==> src/verilog/decode_pkg.sv <==
package decode_pkg;

  // ####################
  // Widths
  // ####################

  typedef logic [31:0] word_t;      // Instruction word, pc, npc, immediate, target
  typedef logic [4:0]  reg_addr_t;
  typedef logic [2:0]  unit_t;      // Execution unit class

  localparam int    lanes    = 2;
  localparam word_t empty_pc = '1;

  // ####################
  // Unit classes
  // ####################

  localparam unit_t unit_none   = 3'd0;
  localparam unit_t unit_alu    = 3'd1;
  localparam unit_t unit_branch = 3'd2;
  localparam unit_t unit_lsu    = 3'd3;
  localparam unit_t unit_csr    = 3'd4;
  localparam unit_t unit_muldiv = 3'd5;
  localparam unit_t unit_fpu    = 3'd6;
  localparam unit_t unit_system = 3'd7;  // Fence, ecall, ebreak, mret and wfi

  // ####################
  // Major opcodes
  // ####################

  localparam logic [6:0] lui      = 7'b0110111;
  localparam logic [6:0] auipc    = 7'b0010111;
  localparam logic [6:0] jal      = 7'b1101111;
  localparam logic [6:0] jalr     = 7'b1100111;
  localparam logic [6:0] branch   = 7'b1100011;
  localparam logic [6:0] load     = 7'b0000011;
  localparam logic [6:0] store    = 7'b0100011;
  localparam logic [6:0] op_imm   = 7'b0010011;
  localparam logic [6:0] op       = 7'b0110011;
  localparam logic [6:0] misc_mem = 7'b0001111;
  localparam logic [6:0] system   = 7'b1110011;
  localparam logic [6:0] load_fp  = 7'b0000111;
  localparam logic [6:0] store_fp = 7'b0100111;
  localparam logic [6:0] madd     = 7'b1000011;
  localparam logic [6:0] op_fp    = 7'b1010011;

  // Function codes in bits 31 to 25
  localparam logic [6:0] funct7_base = 7'b0000000;
  localparam logic [6:0] funct7_alt  = 7'b0100000;  // SUB and SRA forms
  localparam logic [6:0] funct7_mext = 7'b0000001;
  localparam logic [6:0] funct7_fadd = 7'b0000000;
  localparam logic [6:0] funct7_fsub = 7'b0000100;
  localparam logic [6:0] funct7_fmul = 7'b0001000;

  // Privileged instructions are matched on the whole word
  localparam word_t instr_ecall  = 32'h00000073;
  localparam word_t instr_ebreak = 32'h00100073;
  localparam word_t instr_mret   = 32'h30200073;
  localparam word_t instr_wfi    = 32'h10500073;

endpackage

==> src/verilog/slot_if.sv <==
`timescale 1ns/100ps

interface fetch_slot_if import decode_pkg::*; ();
  word_t pc;
  word_t instr;
  logic  ready;
  logic  pred_taken;
  word_t pred_taddr;

  modport source (output pc, instr, ready, pred_taken, pred_taddr);
  modport sink   (input pc, instr, ready, pred_taken, pred_taddr);
endinterface

interface decoded_slot_if import decode_pkg::*; ();
  logic      valid;
  logic      exception;
  word_t     pc;
  word_t     npc;
  reg_addr_t rd;
  reg_addr_t rs1;
  reg_addr_t rs2;
  reg_addr_t rs3;
  word_t     imm;
  unit_t     unit;
  logic      wren;
  logic      rden1;
  logic      rden2;
  logic      fwren;
  logic      frden1;
  logic      frden2;
  logic      frden3;
  logic      pred_taken;
  word_t     pred_taddr;

  modport source (
    output valid, exception, pc, npc, rd, rs1, rs2, rs3, imm, unit,
           wren, rden1, rden2, fwren, frden1, frden2, frden3, pred_taken, pred_taddr
  );
  modport sink (
    input valid, exception, pc, npc, rd, rs1, rs2, rs3, imm, unit,
          wren, rden1, rden2, fwren, frden1, frden2, frden3, pred_taken, pred_taddr
  );
endinterface

==> src/verilog/fetch_slotter.sv <==
`timescale 1ns/100ps

module fetch_slotter import decode_pkg::*; (
  input  logic              clock,
  input  logic              reset,
  input  logic              halt,
  input  logic [lanes-1:0]  ready,
  input  word_t [lanes-1:0] pc,
  input  word_t [lanes-1:0] instr,
  input  logic [lanes-1:0]  pred_taken,
  input  word_t [lanes-1:0] pred_taddr,
  fetch_slot_if.source      slot [lanes]
);

  logic [lanes-1:0]  hold_ready;
  word_t [lanes-1:0] hold_pc;
  word_t [lanes-1:0] hold_instr;
  logic [lanes-1:0]  hold_pred_taken;
  word_t [lanes-1:0] hold_pred_taddr;

  logic [lanes-1:0]  sel_ready;
  word_t [lanes-1:0] sel_pc;
  word_t [lanes-1:0] sel_instr;
  logic [lanes-1:0]  sel_pred_taken;
  word_t [lanes-1:0] sel_pred_taddr;

  // A halted stage sees the last packet taken while halt was low
  always_ff @(posedge clock) begin
    if (!reset) begin
      hold_ready <= '0;  // Empty slots until the first packet
    end else if (!halt) begin
      hold_ready <= ready;
    end
  end

  always_ff @(posedge clock) begin
    if (!halt) begin
      hold_pc         <= pc;
      hold_instr      <= instr;
      hold_pred_taken <= pred_taken;
      hold_pred_taddr <= pred_taddr;
    end
  end

  assign sel_ready      = halt ? hold_ready : ready;
  assign sel_pc         = halt ? hold_pc : pc;
  assign sel_instr      = halt ? hold_instr : instr;
  assign sel_pred_taken = halt ? hold_pred_taken : pred_taken;
  assign sel_pred_taddr = halt ? hold_pred_taddr : pred_taddr;

  for (genvar i = 0; i < lanes; i++) begin : g_slot
    assign slot[i].ready      = sel_ready[i];
    assign slot[i].pc         = sel_ready[i] ? sel_pc[i] : empty_pc;
    assign slot[i].instr      = sel_ready[i] ? sel_instr[i] : '0;
    assign slot[i].pred_taken = sel_ready[i] & sel_pred_taken[i];
    assign slot[i].pred_taddr = sel_ready[i] ? sel_pred_taddr[i] : '0;
  end

endmodule

==> src/verilog/int_decoder.sv <==
`timescale 1ns/100ps

module int_decoder import decode_pkg::*; (
  input  word_t instr,
  output logic  valid,
  output logic  wren,
  output logic  rden1,
  output logic  rden2,
  output word_t imm,
  output unit_t unit
);

  logic [6:0] opcode;
  logic [2:0] funct3;
  logic [6:0] funct7;
  word_t      imm_i;
  word_t      imm_s;
  word_t      imm_b;
  word_t      imm_u;
  word_t      imm_j;

  assign opcode = instr[6:0];
  assign funct3 = instr[14:12];
  assign funct7 = instr[31:25];

  assign imm_i = {{20{instr[31]}}, instr[31:20]};
  assign imm_s = {{20{instr[31]}}, instr[31:25], instr[11:7]};
  assign imm_b = {{19{instr[31]}}, instr[31], instr[7], instr[30:25], instr[11:8], 1'b0};
  assign imm_u = {instr[31:12], 12'b0};
  assign imm_j = {{11{instr[31]}}, instr[31], instr[19:12], instr[20], instr[30:21], 1'b0};

  always_comb begin
    valid = 1'b0;
    wren  = 1'b0;
    rden1 = 1'b0;
    rden2 = 1'b0;
    imm   = '0;
    unit  = unit_none;
    case (opcode)
      lui, auipc: begin
        valid = 1'b1;
        wren  = 1'b1;
        imm   = imm_u;
        unit  = unit_alu;
      end
      jal: begin
        valid = 1'b1;
        wren  = 1'b1;
        imm   = imm_j;
        unit  = unit_branch;
      end
      jalr: begin
        valid = funct3 == 3'b000;
        wren  = 1'b1;
        rden1 = 1'b1;
        imm   = imm_i;
        unit  = unit_branch;
      end
      branch: begin
        valid = funct3[2:1] != 2'b01;  // Codes 2 and 3 are reserved
        rden1 = 1'b1;
        rden2 = 1'b1;
        imm   = imm_b;
        unit  = unit_branch;
      end
      load: begin
        valid = funct3 inside {3'b000, 3'b001, 3'b010, 3'b100, 3'b101};
        wren  = 1'b1;
        rden1 = 1'b1;
        imm   = imm_i;
        unit  = unit_lsu;
      end
      store: begin
        valid = funct3 inside {3'b000, 3'b001, 3'b010};
        rden1 = 1'b1;
        rden2 = 1'b1;
        imm   = imm_s;
        unit  = unit_lsu;
      end
      op_imm: begin
        // Shifts constrain the upper bits of the immediate
        case (funct3)
          3'b001:  valid = funct7 == funct7_base;
          3'b101:  valid = funct7 == funct7_base || funct7 == funct7_alt;
          default: valid = 1'b1;
        endcase
        wren  = 1'b1;
        rden1 = 1'b1;
        imm   = imm_i;
        unit  = unit_alu;
      end
      op: begin
        valid = funct7 == funct7_base || funct7 == funct7_mext ||
                (funct7 == funct7_alt && funct3 inside {3'b000, 3'b101});
        wren  = 1'b1;
        rden1 = 1'b1;
        rden2 = 1'b1;
        unit  = (funct7 == funct7_mext) ? unit_muldiv : unit_alu;
      end
      misc_mem: begin
        valid = funct3 == 3'b000;
        unit  = unit_system;
      end
      system: begin
        if (funct3 == 3'b000) begin
          valid = instr inside {instr_ecall, instr_ebreak, instr_mret, instr_wfi};
          unit  = unit_system;
        end else begin
          valid = funct3 != 3'b100;
          wren  = 1'b1;
          rden1 = !funct3[2];  // Immediate forms carry a 5-bit value in rs1
          imm   = funct3[2] ? {27'b0, instr[19:15]} : {20'b0, instr[31:20]};
          unit  = unit_csr;
        end
      end
      default: ;
    endcase
    if (!valid) begin
      wren  = 1'b0;
      rden1 = 1'b0;
      rden2 = 1'b0;
      imm   = '0;
      unit  = unit_none;
    end
  end

endmodule

==> src/verilog/fp_decoder.sv <==
`timescale 1ns/100ps

module fp_decoder import decode_pkg::*; (
  input  word_t instr,
  output logic  valid,
  output logic  wren,
  output logic  rden1,
  output logic  fwren,
  output logic  frden1,
  output logic  frden2,
  output logic  frden3,
  output word_t imm,
  output unit_t unit
);

  logic [6:0] opcode;
  logic [2:0] funct3;
  logic [6:0] funct7;

  assign opcode = instr[6:0];
  assign funct3 = instr[14:12];
  assign funct7 = instr[31:25];

  always_comb begin
    valid  = 1'b0;
    wren   = 1'b0;  // No supported FP instruction writes an integer register
    rden1  = 1'b0;
    fwren  = 1'b0;
    frden1 = 1'b0;
    frden2 = 1'b0;
    frden3 = 1'b0;
    imm    = '0;
    unit   = unit_none;
    case (opcode)
      load_fp: begin
        if (funct3 == 3'b010) begin  // FLW
          valid = 1'b1;
          rden1 = 1'b1;
          fwren = 1'b1;
          imm   = {{20{instr[31]}}, instr[31:20]};
          unit  = unit_lsu;
        end
      end
      store_fp: begin
        if (funct3 == 3'b010) begin  // FSW
          valid  = 1'b1;
          rden1  = 1'b1;
          frden2 = 1'b1;
          imm    = {{20{instr[31]}}, instr[31:25], instr[11:7]};
          unit   = unit_lsu;
        end
      end
      madd: begin
        if (instr[26:25] == 2'b00) begin  // Single precision only
          valid  = 1'b1;
          fwren  = 1'b1;
          frden1 = 1'b1;
          frden2 = 1'b1;
          frden3 = 1'b1;
          unit   = unit_fpu;
        end
      end
      op_fp: begin
        if (funct7 inside {funct7_fadd, funct7_fsub, funct7_fmul}) begin
          valid  = 1'b1;
          fwren  = 1'b1;
          frden1 = 1'b1;
          frden2 = 1'b1;
          unit   = unit_fpu;
        end
      end
      default: ;
    endcase
  end

endmodule

==> src/verilog/decode_lane.sv <==
`timescale 1ns/100ps

module decode_lane import decode_pkg::*; (
  fetch_slot_if.sink     fetch,
  decoded_slot_if.source decoded
);

  logic  int_valid;
  logic  int_wren;
  logic  int_rden1;
  logic  int_rden2;
  word_t int_imm;
  unit_t int_unit;

  logic  fp_valid;
  logic  fp_wren;
  logic  fp_rden1;
  logic  fp_fwren;
  logic  fp_frden1;
  logic  fp_frden2;
  logic  fp_frden3;
  word_t fp_imm;
  unit_t fp_unit;

  int_decoder int_dec (
    .instr (fetch.instr),
    .valid (int_valid),
    .wren  (int_wren),
    .rden1 (int_rden1),
    .rden2 (int_rden2),
    .imm   (int_imm),
    .unit  (int_unit)
  );

  fp_decoder fp_dec (
    .instr  (fetch.instr),
    .valid  (fp_valid),
    .wren   (fp_wren),
    .rden1  (fp_rden1),
    .fwren  (fp_fwren),
    .frden1 (fp_frden1),
    .frden2 (fp_frden2),
    .frden3 (fp_frden3),
    .imm    (fp_imm),
    .unit   (fp_unit)
  );

  // Register fields sit at fixed positions in every format
  assign decoded.pc         = fetch.pc;
  assign decoded.npc        = fetch.pc + 32'd4;
  assign decoded.rd         = fetch.instr[11:7];
  assign decoded.rs1        = fetch.instr[19:15];
  assign decoded.rs2        = fetch.instr[24:20];
  assign decoded.rs3        = fetch.instr[31:27];
  assign decoded.pred_taken = fetch.pred_taken;
  assign decoded.pred_taddr = fetch.pred_taddr;

  always_comb begin
    decoded.valid     = int_valid | fp_valid;
    decoded.exception = 1'b0;
    decoded.imm       = fp_valid ? fp_imm : int_imm;
    decoded.unit      = fp_valid ? fp_unit : int_unit;
    decoded.wren      = fp_valid ? fp_wren : int_wren;
    decoded.rden1     = fp_valid ? fp_rden1 : int_rden1;
    decoded.rden2     = !fp_valid & int_rden2;
    decoded.fwren     = fp_valid & fp_fwren;
    decoded.frden1    = fp_valid & fp_frden1;
    decoded.frden2    = fp_valid & fp_frden2;
    decoded.frden3    = fp_valid & fp_frden3;
    // Illegal instruction goes down the pipe as an exception slot
    if (fetch.ready && !decoded.valid) begin
      decoded.valid     = 1'b1;
      decoded.exception = 1'b1;
      decoded.unit      = unit_none;
    end
  end

endmodule

==> src/verilog/decode_register.sv <==
`timescale 1ns/100ps

module decode_register import decode_pkg::*; (
  input  logic                  clock,
  input  logic                  reset,
  input  logic                  fence_retire,
  input  logic                  trap,
  input  logic                  mret,
  input  logic                  pred_miss,
  decoded_slot_if.sink          decoded [lanes],
  output logic [lanes-1:0]      valid,
  output logic [lanes-1:0]      exception,
  output word_t [lanes-1:0]     pc,
  output word_t [lanes-1:0]     npc,
  output reg_addr_t [lanes-1:0] rd,
  output reg_addr_t [lanes-1:0] rs1,
  output reg_addr_t [lanes-1:0] rs2,
  output reg_addr_t [lanes-1:0] rs3,
  output word_t [lanes-1:0]     imm,
  output unit_t [lanes-1:0]     unit,
  output logic [lanes-1:0]      wren,
  output logic [lanes-1:0]      rden1,
  output logic [lanes-1:0]      rden2,
  output logic [lanes-1:0]      fwren,
  output logic [lanes-1:0]      frden1,
  output logic [lanes-1:0]      frden2,
  output logic [lanes-1:0]      frden3,
  output logic [lanes-1:0]      pred_taken,
  output word_t [lanes-1:0]     pred_taddr
);

  logic clear;

  // Any redirect from later stages flushes both slots
  assign clear = fence_retire | trap | mret | pred_miss;

  for (genvar i = 0; i < lanes; i++) begin : g_lane
    always_ff @(posedge clock) begin
      if (!reset || clear) begin
        valid[i]      <= 1'b0;
        exception[i]  <= 1'b0;
        pc[i]         <= empty_pc;
        npc[i]        <= empty_pc;
        rd[i]         <= '0;
        rs1[i]        <= '0;
        rs2[i]        <= '0;
        rs3[i]        <= '0;
        imm[i]        <= '0;
        unit[i]       <= unit_none;
        wren[i]       <= 1'b0;
        rden1[i]      <= 1'b0;
        rden2[i]      <= 1'b0;
        fwren[i]      <= 1'b0;
        frden1[i]     <= 1'b0;
        frden2[i]     <= 1'b0;
        frden3[i]     <= 1'b0;
        pred_taken[i] <= 1'b0;
        pred_taddr[i] <= '0;
      end else begin
        valid[i]      <= decoded[i].valid;
        exception[i]  <= decoded[i].exception;
        pc[i]         <= decoded[i].pc;
        npc[i]        <= decoded[i].npc;
        rd[i]         <= decoded[i].rd;
        rs1[i]        <= decoded[i].rs1;
        rs2[i]        <= decoded[i].rs2;
        rs3[i]        <= decoded[i].rs3;
        imm[i]        <= decoded[i].imm;
        unit[i]       <= decoded[i].unit;
        wren[i]       <= decoded[i].wren;
        rden1[i]      <= decoded[i].rden1;
        rden2[i]      <= decoded[i].rden2;
        fwren[i]      <= decoded[i].fwren;
        frden1[i]     <= decoded[i].frden1;
        frden2[i]     <= decoded[i].frden2;
        frden3[i]     <= decoded[i].frden3;
        pred_taken[i] <= decoded[i].pred_taken;
        pred_taddr[i] <= decoded[i].pred_taddr;
      end
    end
  end

endmodule

==> src/verilog/decode_unit.sv <==
`timescale 1ns/100ps

module decode_unit import decode_pkg::*; (
  input  logic                  clock,
  input  logic                  reset,
  input  logic                  halt,
  input  logic                  fence_retire,
  input  logic                  trap,
  input  logic                  mret,
  input  logic                  pred_miss,
  input  logic [lanes-1:0]      fetch_ready,
  input  word_t [lanes-1:0]     fetch_pc,
  input  word_t [lanes-1:0]     fetch_instr,
  input  logic [lanes-1:0]      fetch_pred_taken,
  input  word_t [lanes-1:0]     fetch_pred_taddr,
  output logic [lanes-1:0]      valid,
  output logic [lanes-1:0]      exception,
  output word_t [lanes-1:0]     pc,
  output word_t [lanes-1:0]     npc,
  output reg_addr_t [lanes-1:0] rd,
  output reg_addr_t [lanes-1:0] rs1,
  output reg_addr_t [lanes-1:0] rs2,
  output reg_addr_t [lanes-1:0] rs3,
  output word_t [lanes-1:0]     imm,
  output unit_t [lanes-1:0]     unit,
  output logic [lanes-1:0]      wren,
  output logic [lanes-1:0]      rden1,
  output logic [lanes-1:0]      rden2,
  output logic [lanes-1:0]      fwren,
  output logic [lanes-1:0]      frden1,
  output logic [lanes-1:0]      frden2,
  output logic [lanes-1:0]      frden3,
  output logic [lanes-1:0]      pred_taken,
  output word_t [lanes-1:0]     pred_taddr
);

  fetch_slot_if   fetch_slot [lanes] ();
  decoded_slot_if decoded_slot [lanes] ();

  fetch_slotter slotter (
    .clock      (clock),
    .reset      (reset),
    .halt       (halt),
    .ready      (fetch_ready),
    .pc         (fetch_pc),
    .instr      (fetch_instr),
    .pred_taken (fetch_pred_taken),
    .pred_taddr (fetch_pred_taddr),
    .slot       (fetch_slot)
  );

  for (genvar i = 0; i < lanes; i++) begin : g_lane
    decode_lane lane (
      .fetch   (fetch_slot[i]),
      .decoded (decoded_slot[i])
    );
  end

  decode_register register (
    .clock        (clock),
    .reset        (reset),
    .fence_retire (fence_retire),
    .trap         (trap),
    .mret         (mret),
    .pred_miss    (pred_miss),
    .decoded      (decoded_slot),
    .valid        (valid),
    .exception    (exception),
    .pc           (pc),
    .npc          (npc),
    .rd           (rd),
    .rs1          (rs1),
    .rs2          (rs2),
    .rs3          (rs3),
    .imm          (imm),
    .unit         (unit),
    .wren         (wren),
    .rden1        (rden1),
    .rden2        (rden2),
    .fwren        (fwren),
    .frden1       (frden1),
    .frden2       (frden2),
    .frden3       (frden3),
    .pred_taken   (pred_taken),
    .pred_taddr   (pred_taddr)
  );

endmodule

==> config.mk <==
export PLATFORM = sky130hd
export DESIGN_NAME = decode_unit
export DESIGN_NICKNAME = d
export VERILOG_FILES = /design/src/verilog/decode_pkg.sv /design/src/verilog/slot_if.sv /design/src/verilog/fetch_slotter.sv /design/src/verilog/int_decoder.sv /design/src/verilog/fp_decoder.sv /design/src/verilog/decode_lane.sv /design/src/verilog/decode_register.sv /design/src/verilog/decode_unit.sv
export SDC_FILE = /design/constraint.sdc
export NUM_CORES = 1
export LEC_CHECK = 0
export ABC_AREA = 1
export BUFFER_PORTS_ARGS = -buffer_cell sky130_fd_sc_hd__buf_2
export CAP_MARGIN = 20
export CORE_MARGIN = 5
export CORE_UTILIZATION = 49
export CTS_BUF_LIST = sky130_fd_sc_hd__clkbuf_2 sky130_fd_sc_hd__clkbuf_4 sky130_fd_sc_hd__clkbuf_8
export DETAILED_ROUTE_END_ITERATION = 8
export GPL_ROUTABILITY_DRIVEN = 0
export PLACE_DENSITY = 0.78
export SETUP_SLACK_MARGIN = 0.2
export SLEW_MARGIN = 20
export SYNTH_ARGS = -nofsm -noshare
export SYNTH_HDL_FRONTEND = slang
export SYNTH_SLANG_ARGS = --single-unit
==> constraint.sdc <==
create_clock -name clock -period 2.2 [get_ports clock]
set_clock_uncertainty 0.1 [all_clocks]
set_input_delay 0.22 -clock clock [delete_from_list [all_inputs] [get_ports clock]]
set_output_delay 0.22 -clock clock [all_outputs]
set_load 0.1 [all_outputs]
==> reports/qor.yml, run 1 <==
synth:
  synth_area_sq_um: 19000
  synth_ff_type: "dfxtp_1"
  syn_inst: 2419
  avgSynthCellArea_sq_um: 7.85
  synth-edff-count: 0
  yosys_register_bits: 514
  synthArstFlopShare: 0
  synth_cell_types: 46
  yosysSeqAreaShare: 0.542
  synth.net_count: 2624
  yosys_warnings: 0
grt:
  grt-ovfl-total: 59
  grt_max_degree: 46
  grt_use_total: 0.596
  antenna_found_initial: 23
clock_tree:
  htreeDepth: 3
  numCtsBuffers: 81
  clockBufferDepth: 3
  clkSinkCount: 514
  clockRootBuffer: "clkbuf_8"
floorplan:
  die_w_um: 207
  rows: 72
  initial_core_util: 0.494
  ios: 525
  die_h_um: 207
run_status:
  stop_stage: "global routing"
  status: "stopped before the end"
  firstError: "[ERROR GRT-0232] Routing congestion too high. Check the congestion heatmap in the GUI."
placed_design:
  dp_hpwl_mm: 52.0
  port-buffer-count: 524
timing:
  crit_endpoint: "register.imm[35]$_SDFF_PP0_/D"
  worst-ep-kind: "register input"
synth_stat cells, types with 4 or more instances:
master      n  area (sq um)
inv_1     249           935
a31oi_1     8          50.1
xnor2_1     4          35.0
clkbuf_1   39           146
xor2_1      7          61.3
buf_1       8          30.0
nand4_1    17           106
buf_4      12          90.1
o21ai_0   168           841
o21ai_1    62           310
nand3_2     9          90.1
or2_2      99           619
inv_2      16          60.1
nand3_1    90           450
a21oi_1    88           440
a21boi_1    4          30.0
nor4_1      4          25.0
dfxtp_1   514         10300
nor3_2      5          50.1
nor2_1    241           905
a21boi_0    5          37.5
nand2_2    10          62.6
buf_6      23           259
o22ai_1    18           113
o211ai_1    4          30.0
nand2_1   631          2370
nor3_1     23           115
buf_2      23           115
nor2_4      4          45.0
nor2_2     12          75.1
routing by layer:
layer	global-route usage	overflow
met1	0.580	1
met2	0.802	22
met3	0.425	1
met4	0.569	35
met5	0.147	0
timing repair:
item                       in CTS
resized for setup             402
hold endpoints to repair      366
pin swaps                      95
gates cloned                    7
buffers inserted               64
setup endpoints to repair     183
hold buffers                  204
kinds of logic after synthesis:
| family | synth area share |
|---|---|
| XOR/XNOR | 0.00507 |
| AND/OR/NAND/NOR | 0.262 |
| buffers and inverters | 0.0863 |
| AO/OA/AOI/OAI | 0.103 |
| adder cells (fa/ha/maj) | 0.00132 |
| multiplexers | 0.000527 |
| flip-flops | 0.542 |
through the flow:
step	hold slack [ns]	TNS, ns	area [sq um]	instances	setup slack, ns
floorplan	0.232	-0.236	19100	2419	-0.0520
global placement	0.335	-16.27	24800	3735	-0.246
detailed placement	0.334	-23.54	24800	3735	-0.315
CTS	0.00133	-0.899	31000	4157	-0.0590
==> run 2, diff against run 1 <==
- CORE_UTILIZATION: 49 -> 40
- CTS_BUF_LIST: sky130_fd_sc_hd__clkbuf_2 sky130_fd_sc_hd__clkbuf_4 sky130_fd_sc_hd__clkbuf_8 -> not set
- PLACE_DENSITY: 0.78 -> not set
- PLACE_DENSITY_LB_ADDON: not set -> 0.15
- SETUP_SLACK_MARGIN: 0.2 -> not set
- clock period: 2.2 -> 2.86 ns (I/O delays scaled with it)
==> reports/qor.yml, run 2 <==
layout:
  register_area_sq_um: 10300
  final_common_cell: "nand2_1"
  syn_to_final_growth_pct: 39.6
  drive_gt1_frac: 0.274
  final_cells: 3830
  fin_nets: 3383
  final_cell_mix: "nand2_1, buf_2, dfxtp_1"
  fillers: 4273
  post-route-util: 0.567
  multi_input_area_sq_um: 7130
synth:
  synth_cell_types: 46  # unchanged
  synth_ff_type: "dfxtp_1"  # unchanged
  syn_inst: 2419  # unchanged
  synth_area_sq_um: 19000  # unchanged
  synthArstFlopShare: 0  # unchanged
  yosys_warnings: 0  # unchanged
  synth_commonest_cells: "nand2_1, dfxtp_1, inv_1"  # unchanged
  yosysSeqAreaShare: 0.542  # unchanged
  netlist.area_leader.share: 0.542  # unchanged
  yosys_register_bits: 514  # unchanged
  synth-edff-count: 0  # unchanged
  avgSynthCellArea_sq_um: 7.85  # unchanged
  synth.largest_area_cell: "dfxtp_1"  # unchanged
  synth.net_count: 2624  # unchanged
  ys_top_cells_by_area: "dfxtp_1, nand2_1, inv_1"  # unchanged
  yosysMostFrequentCell: "nand2_1"  # unchanged
grt:
  antenna_found_initial: 6
  grt_max_degree: 62
  grt_pass1_vias: 18300
  grt_use_total: 0.241
  grt_pass1_wl_mm: 102
  grt-ovfl-total: 0
worst_setup_path:
  cp-startpoint: "halt"
  cpPeakStageDelay_ns: 0.59
  crit_required_ns: 3.23
  cp_cell_sequence: "dlygate4sd3_1 -> buf_12 -> inv_8 -> nand2_1 -> nand2_4 -> buf_12 -> nand2_1 -> nand2_1 -> nor2_2 -> nand2_1 -> nand2_1 -> nand2_1 -> inv_2 -> nor2_1 -> inv_1 -> nor2_1 -> nand3_2 -> buf_12 -> nand4_1 -> nand2_1"
  crit_path_end_kind: "flip-flop"
  crit_path_top_delay_cell: "dlygate4sd3_1"
  crit_top_cell: "nand2_1"
  cp_data_arrival_time_ns: 3.05
  cp_num_buf_inv: 7
  path_delay_family: "simple AND/OR/NAND/NOR gates"
  r2r_start: "slotter.hold_ready[1]"
  cp_max_fo: 29
  startpoint_type: "input pin"
  path_depth: 20
  r2r_slack_ns: 0.41
  rr_endpoint: "register.imm[43]"
  crit_end: "register.imm[0]"
  worst_r2r_path_depth: 15
  worstSetupPathType: "input pin to flip-flop"
clock_tree:
  clkSinkCount: 514  # unchanged
  clockBufferDepth: 3  # unchanged
  clockRootBuffer: "clkbuf_16"  # was clkbuf_8
  clk_pin_slew_ns: 0.07
  numCtsBuffers: 53  # was 81
  clock_latency_ns: 0.60
  htreeDepth: 2  # was 3
  cts_tree: "yes"
detailed_routing:
  drc: 0
  firstDrtPassIters: 6
  post_drt_wl_per_cell_um: 17.1
  ant_nets: 0
  wirelength_mm: 65.5
  drt-initial-drc-count: 1150
  vias: 18400
  viasPerCell: 4.80
pwr:
  power.density_nw_per_um2: 630
  ir_worst_vdd_mv: 0.430
  leakagePower_uw: 0.0128
timing:
  finalCritPeriodShare: 0.935
  worst_pin_slew_ns: 0.629
  setup-violations-final: 0
  slew_violations: 0
  fin_crit_ns: 2.67
  relSlewSlack: 0.576
  fin_setup_tns_ns: 0
  hold_viol: 0
  grt_setup_unrepaired: "no"
  fmax_ghz: 0.374
  hold_slack_ns: 0.0254
placed_design:
  dp_hpwl_mm: 47.9  # was 52.0 mm
  port-buffer-count: 524  # unchanged
  dp.cells: 3532  # was 3,735
job:
  cap_viol_max_count: 0
worst_hold_path:
  hp-class: "input pin to flip-flop"
floorplan:
  rows: 79  # was 72
  core-area_sq_um: 46800
  die_area_sq_um: 52000
  initial_core_util: 0.406  # was 0.494
  die_h_um: 228  # was 207 um
  die_w_um: 228  # was 207 um
  ios: 525  # unchanged
run_status:
  status: "complete, no violations"  # was stopped before the end
==> run 2: cell counts after synthesis <==
No cell type changed its count.
==> run 2: what timing repair did <==
| item | 4_1_cts | 5_1_grt |
|---|---|---|
| hold endpoints to repair | 314 | 0 |
| hold buffers | 194 | 0 |
| buffers inserted | 0 | 2 |
| resized for setup | 0 | 24 |
| setup endpoints to repair | 0 | 83 |
==> run 2: cells by family after synthesis <==
| logic type | after synthesis | share of synthesized area |
|---|---|---|
| compound gates | 370 | 0.103 |
| simple gates | 1150 | 0.262 |
| flops | 514 | 0.542 |
| buf+inv | 371 | 0.0863 |
| fa+ha+maj | 2 | 0.00132 |
| mux | 1 | 0.000527 |
| xor+xnor | 11 | 0.00507 |
==> run 2: power by group <==
part / total (uW) / internal, uW / switching, uW
clock network: 7310 / 4340 / 2960
logic: 1900 / 723 / 1180
registers: 7500 / 7440 / 62.3
==> run 2: layout make-up <==
| type | instances | area share |
|---|---|---|
| clock inverters | 28 | 0.0139 |
| multi-input cells | 1534 | 0.269 |
| well taps | 607 | 0.0286 |
| flip-flops and latches | 514 | 0.388 |
| clock buffers | 70 | 0.0566 |
| inverters | 266 | 0.0379 |
| repair buffers | 809 | 0.206 |
| diodes | 2 | 0.000189 |
==> run 2: tightest hold or removal path: cells and delay by family <==
| kind | cells | cell delay, ns |
|---|---|---|
| buffers and inverters | 2 | 0.22 |
| and+or+nand+nor | 2 | 0.19 |
==> run 2: how the worst min path moves through the flow <==
| stage | depth (start not counted) | slack, ns | endpoint | start |
|---|---|---|---|---|
| finish | 4 | 0.03 | slotter.hold_instr[58] | fetch_instr[58] |
| CTS | 4 | 0.002 | slotter.hold_pc[15] | fetch_pc[15] |
| floorplan | 2 | 0.31 | slotter.hold_pc[38] | fetch_pc[38] |
| detailed placement | 2 | 0.33 | slotter.hold_pc[34] | slotter.hold_pc[34] |
| global route | 4 | 0.02 | slotter.hold_instr[58] | fetch_instr[58] |
| global placement | 2 | 0.33 | slotter.hold_pc[34] | slotter.hold_pc[34] |
==> run 2: routing by layer <==
layer,global-route usage,vias to the layer above,share of wire
li1,-,9118,-
met1,0.293,8430,0.41
met2,0.415,679,0.48
met3,0.0569,143,0.070
met4,0.0925,8,0.040
met5,0,-,0.00076
==> run 2: stage by stage <==
step	instance area (sq um)	total power, uW	setup WS (ns)
after detailed placement	22600	9290	0.00683
final	26500	16700	0.186
after global placement	22600	9260	0.0433
after CTS	26400	16800	0.0522
after floorplan	19000	8750	0.480
after global routing	26500	17400	0.00178
No activity file was read; power rests on OpenSTA's default activity.
==> run 3, diff against run 2 <==
- CORE_UTILIZATION: 40 -> 39
- GPL_ROUTABILITY_DRIVEN: 0 -> not set
==> reports/qor.yml, run 3 (synthesis results as in run 2) <==
run_status:
  status: "complete, no violations"  # unchanged
worst_hold_path:
  hp-start: "fetch_instr[53]"  # was fetch_instr[58]
  hp-class: "input pin to flip-flop"  # unchanged
worst_setup_path:
  cp_cell_sequence: "dlygate4sd3_1 -> buf_2 -> nand2_1 -> dlygate4sd3_1 -> nand2_1 -> nand3_4 -> nor2_4 -> buf_4 -> nand2_1 -> nand2_1 -> a21oi_1 -> buf_4 -> a31oi_2 -> buf_2 -> a21oi_1 -> o21ai_1"  # was dlygate4sd3_1 -> buf_12 -> inv_8 -> nand2_1 -> nand2_4 -> buf_12 -> nand2_1 -> nand2_1 -> nor2_2 -> nand2_1 -> nand2_1 -> nand2_1 -> inv_2 -> nor2_1 -> inv_1 -> nor2_1 -> nand3_2 -> buf_12 -> nand4_1 -> nand2_1
  cp_num_buf_inv: 6  # was 7
  crit_path_end_kind: "flip-flop"  # unchanged
  crit_top_cell: "nand2_1"  # unchanged
  cp-startpoint: "fetch_instr[33]"  # was halt
  cpPeakStageDelay_ns: 0.56  # was 0.59 ns
  path_delay_family: "buffers and inverters"  # was simple AND/OR/NAND/NOR gates
  crit_required_ns: 3.28  # was 3.23 ns
  worstSetupPathType: "input pin to flip-flop"  # unchanged
  cp_max_fo: 6  # was 29
  crit_path_top_delay_cell: "dlygate4sd3_1"  # unchanged
  r2r_start: "slotter.hold_ready[1]"  # unchanged
  cp_data_arrival_time_ns: 3.11  # was 3.05 ns
  startpoint_type: "input pin"  # unchanged
clock_tree:
  clockBufferDepth: 3  # unchanged
  numCtsBuffers: 53  # unchanged
  clockRootBuffer: "clkbuf_16"  # unchanged
  cts_tree: "yes"  # unchanged
  clk_pin_slew_ns: 0.06  # was 0.07 ns
  htreeDepth: 2  # unchanged
  clock_latency_ns: 0.60  # about the same
  clkSinkCount: 514  # unchanged
layout:
  syn_to_final_growth_pct: 40.4  # was 39.6%
  post-route-util: 0.556  # was 0.567
  fin_area_sq_um: 26700  # was 26,500 sq um
  fin_nets: 3432  # was 3,383
  final_cell_mix: "nand2_1, buf_2, dfxtp_1"  # unchanged
  final_cells: 3882  # was 3,830
  drive_gt1_frac: 0.283  # was 0.274
  final_common_cell: "nand2_1"  # unchanged
timing:
  finalCritPeriodShare: 0.939  # was 0.935
  slew_violations: 0  # unchanged
  fmax_ghz: 0.372  # was 0.374 GHz
  worst_pin_slew_ns: 0.578  # was 0.629 ns
  setup-violations-final: 0  # unchanged
  hold_viol: 0  # unchanged
  grt_setup_unrepaired: "no"  # unchanged
  fin_crit_ns: 2.68  # was 2.67 ns
  hold_slack_ns: 0.0193  # was 0.0254 ns
  relSlewSlack: 0.614  # was 0.576
  fin_setup_tns_ns: 0  # unchanged
detailed_routing:
  drt-initial-drc-count: 1115  # was 1,150
  firstDrtPassIters: 6  # unchanged
  post_drt_wl_per_cell_um: 17.5  # was 17.1 um
  vias: 18500  # was 18,400
  drc: 0  # unchanged
  ant_nets: 0  # unchanged
  viasPerCell: 4.77  # was 4.80
  wirelength_mm: 67.9  # was 65.5 mm
placed_design:
  placed_area_sq_um: 23000  # was 22,600 sq um
  gp_congestion: 0.960
  dp.cells: 3601  # was 3,532
  dp_hpwl_mm: 50.6  # was 47.9 mm
  port-buffer-count: 524  # unchanged
grt:
  grt_pass1_wl_mm: 103  # was 102 mm
  grt_pass1_vias: 18200  # was 18,300
  grt_max_degree: 95  # was 62
  grt-ovfl-total: 0  # unchanged
  grt_use_total: 0.243  # was 0.241
  antenna_found_initial: 1  # was 6
floorplan:
  die_area_sq_um: 53200  # was 52,000 sq um
  die_h_um: 231  # was 228 um
  initial_core_util: 0.396  # was 0.406
  rows: 80  # was 79
  ios: 525  # unchanged
  core-area_sq_um: 47900  # was 46,800 sq um
  die_w_um: 231  # was 228 um
pwr:
  ir_worst_vdd_mv: 0.447  # was 0.430 mV
  leakagePower_uw: 0.0130  # was 0.0128 uW
  power.density_nw_per_um2: 619  # was 630 nW/um^2
job:
  cap_viol_max_count: 0  # unchanged
## run 3: final cells by class
type                       count  area, sq um
clock inverter                20          292
sequential                   514        10300
inverter                     266         1000
tap                          615          769
clock buffer                  73         1490
multi-input combinational   1534         7100
timing repair buffer         858         5730
antenna                        2         5.00
fill                        4495        21300
## run 3: metal layers
layer  GRT usage  wire, um  vias to the layer above
met1       0.314     29100                     8574
met2       0.418     32700                      603
met5           0         0                        -
met3      0.0446      4040                      121
met4      0.0713      1990                        0
li1            -         -                     9208
## run 3: what timing repair did
| item | 4_1_cts | 5_1_grt |
|---|---|---|
| endpoints found under the setup margin | 0 | 3 |
| resized for setup | 0 | 4 |
| endpoints found under the hold margin | 298 | 0 |
| hold buffers | 184 | 0 |
| setup buffers | 0 | 1 |
## run 3: final timing paths
path         slack, ns                endpoint  cells after the start
max reg2reg       0.31        register.imm[44]                     15
min               0.02  slotter.hold_instr[53]                      4
min reg2reg       0.35     slotter.hold_pc[34]                      2
max               0.18        register.imm[58]                     16
## run 3: worst min-delay path, stage by stage
cell,delay [ns]
buf_2,0.08
nand2_1,0.08
o21ai_1,0.11
buf_4,0.13
## run 3: metrics by stage
stage / worst slack [ns] / total power, uW
floorplan: 0.480 / 8750
global placement: 0.104 / 9350
detailed placement: 0.0413 / 9370
CTS: 0.215 / 16700
global route: 0.00552 / 17200
finish: 0.175 / 16500
## run 3: power breakdown
part | leakage (uW) | total (uW) | internal [uW] | switching (uW)
Clock | 0.000878 | 7080 | 4190 | 2890
Sequential | 0.00422 | 7500 | 7440 | 64.5
Combinational | 0.00787 | 1940 | 747 | 1190
Total | 0.0130 | 16500 | 12400 | 4150
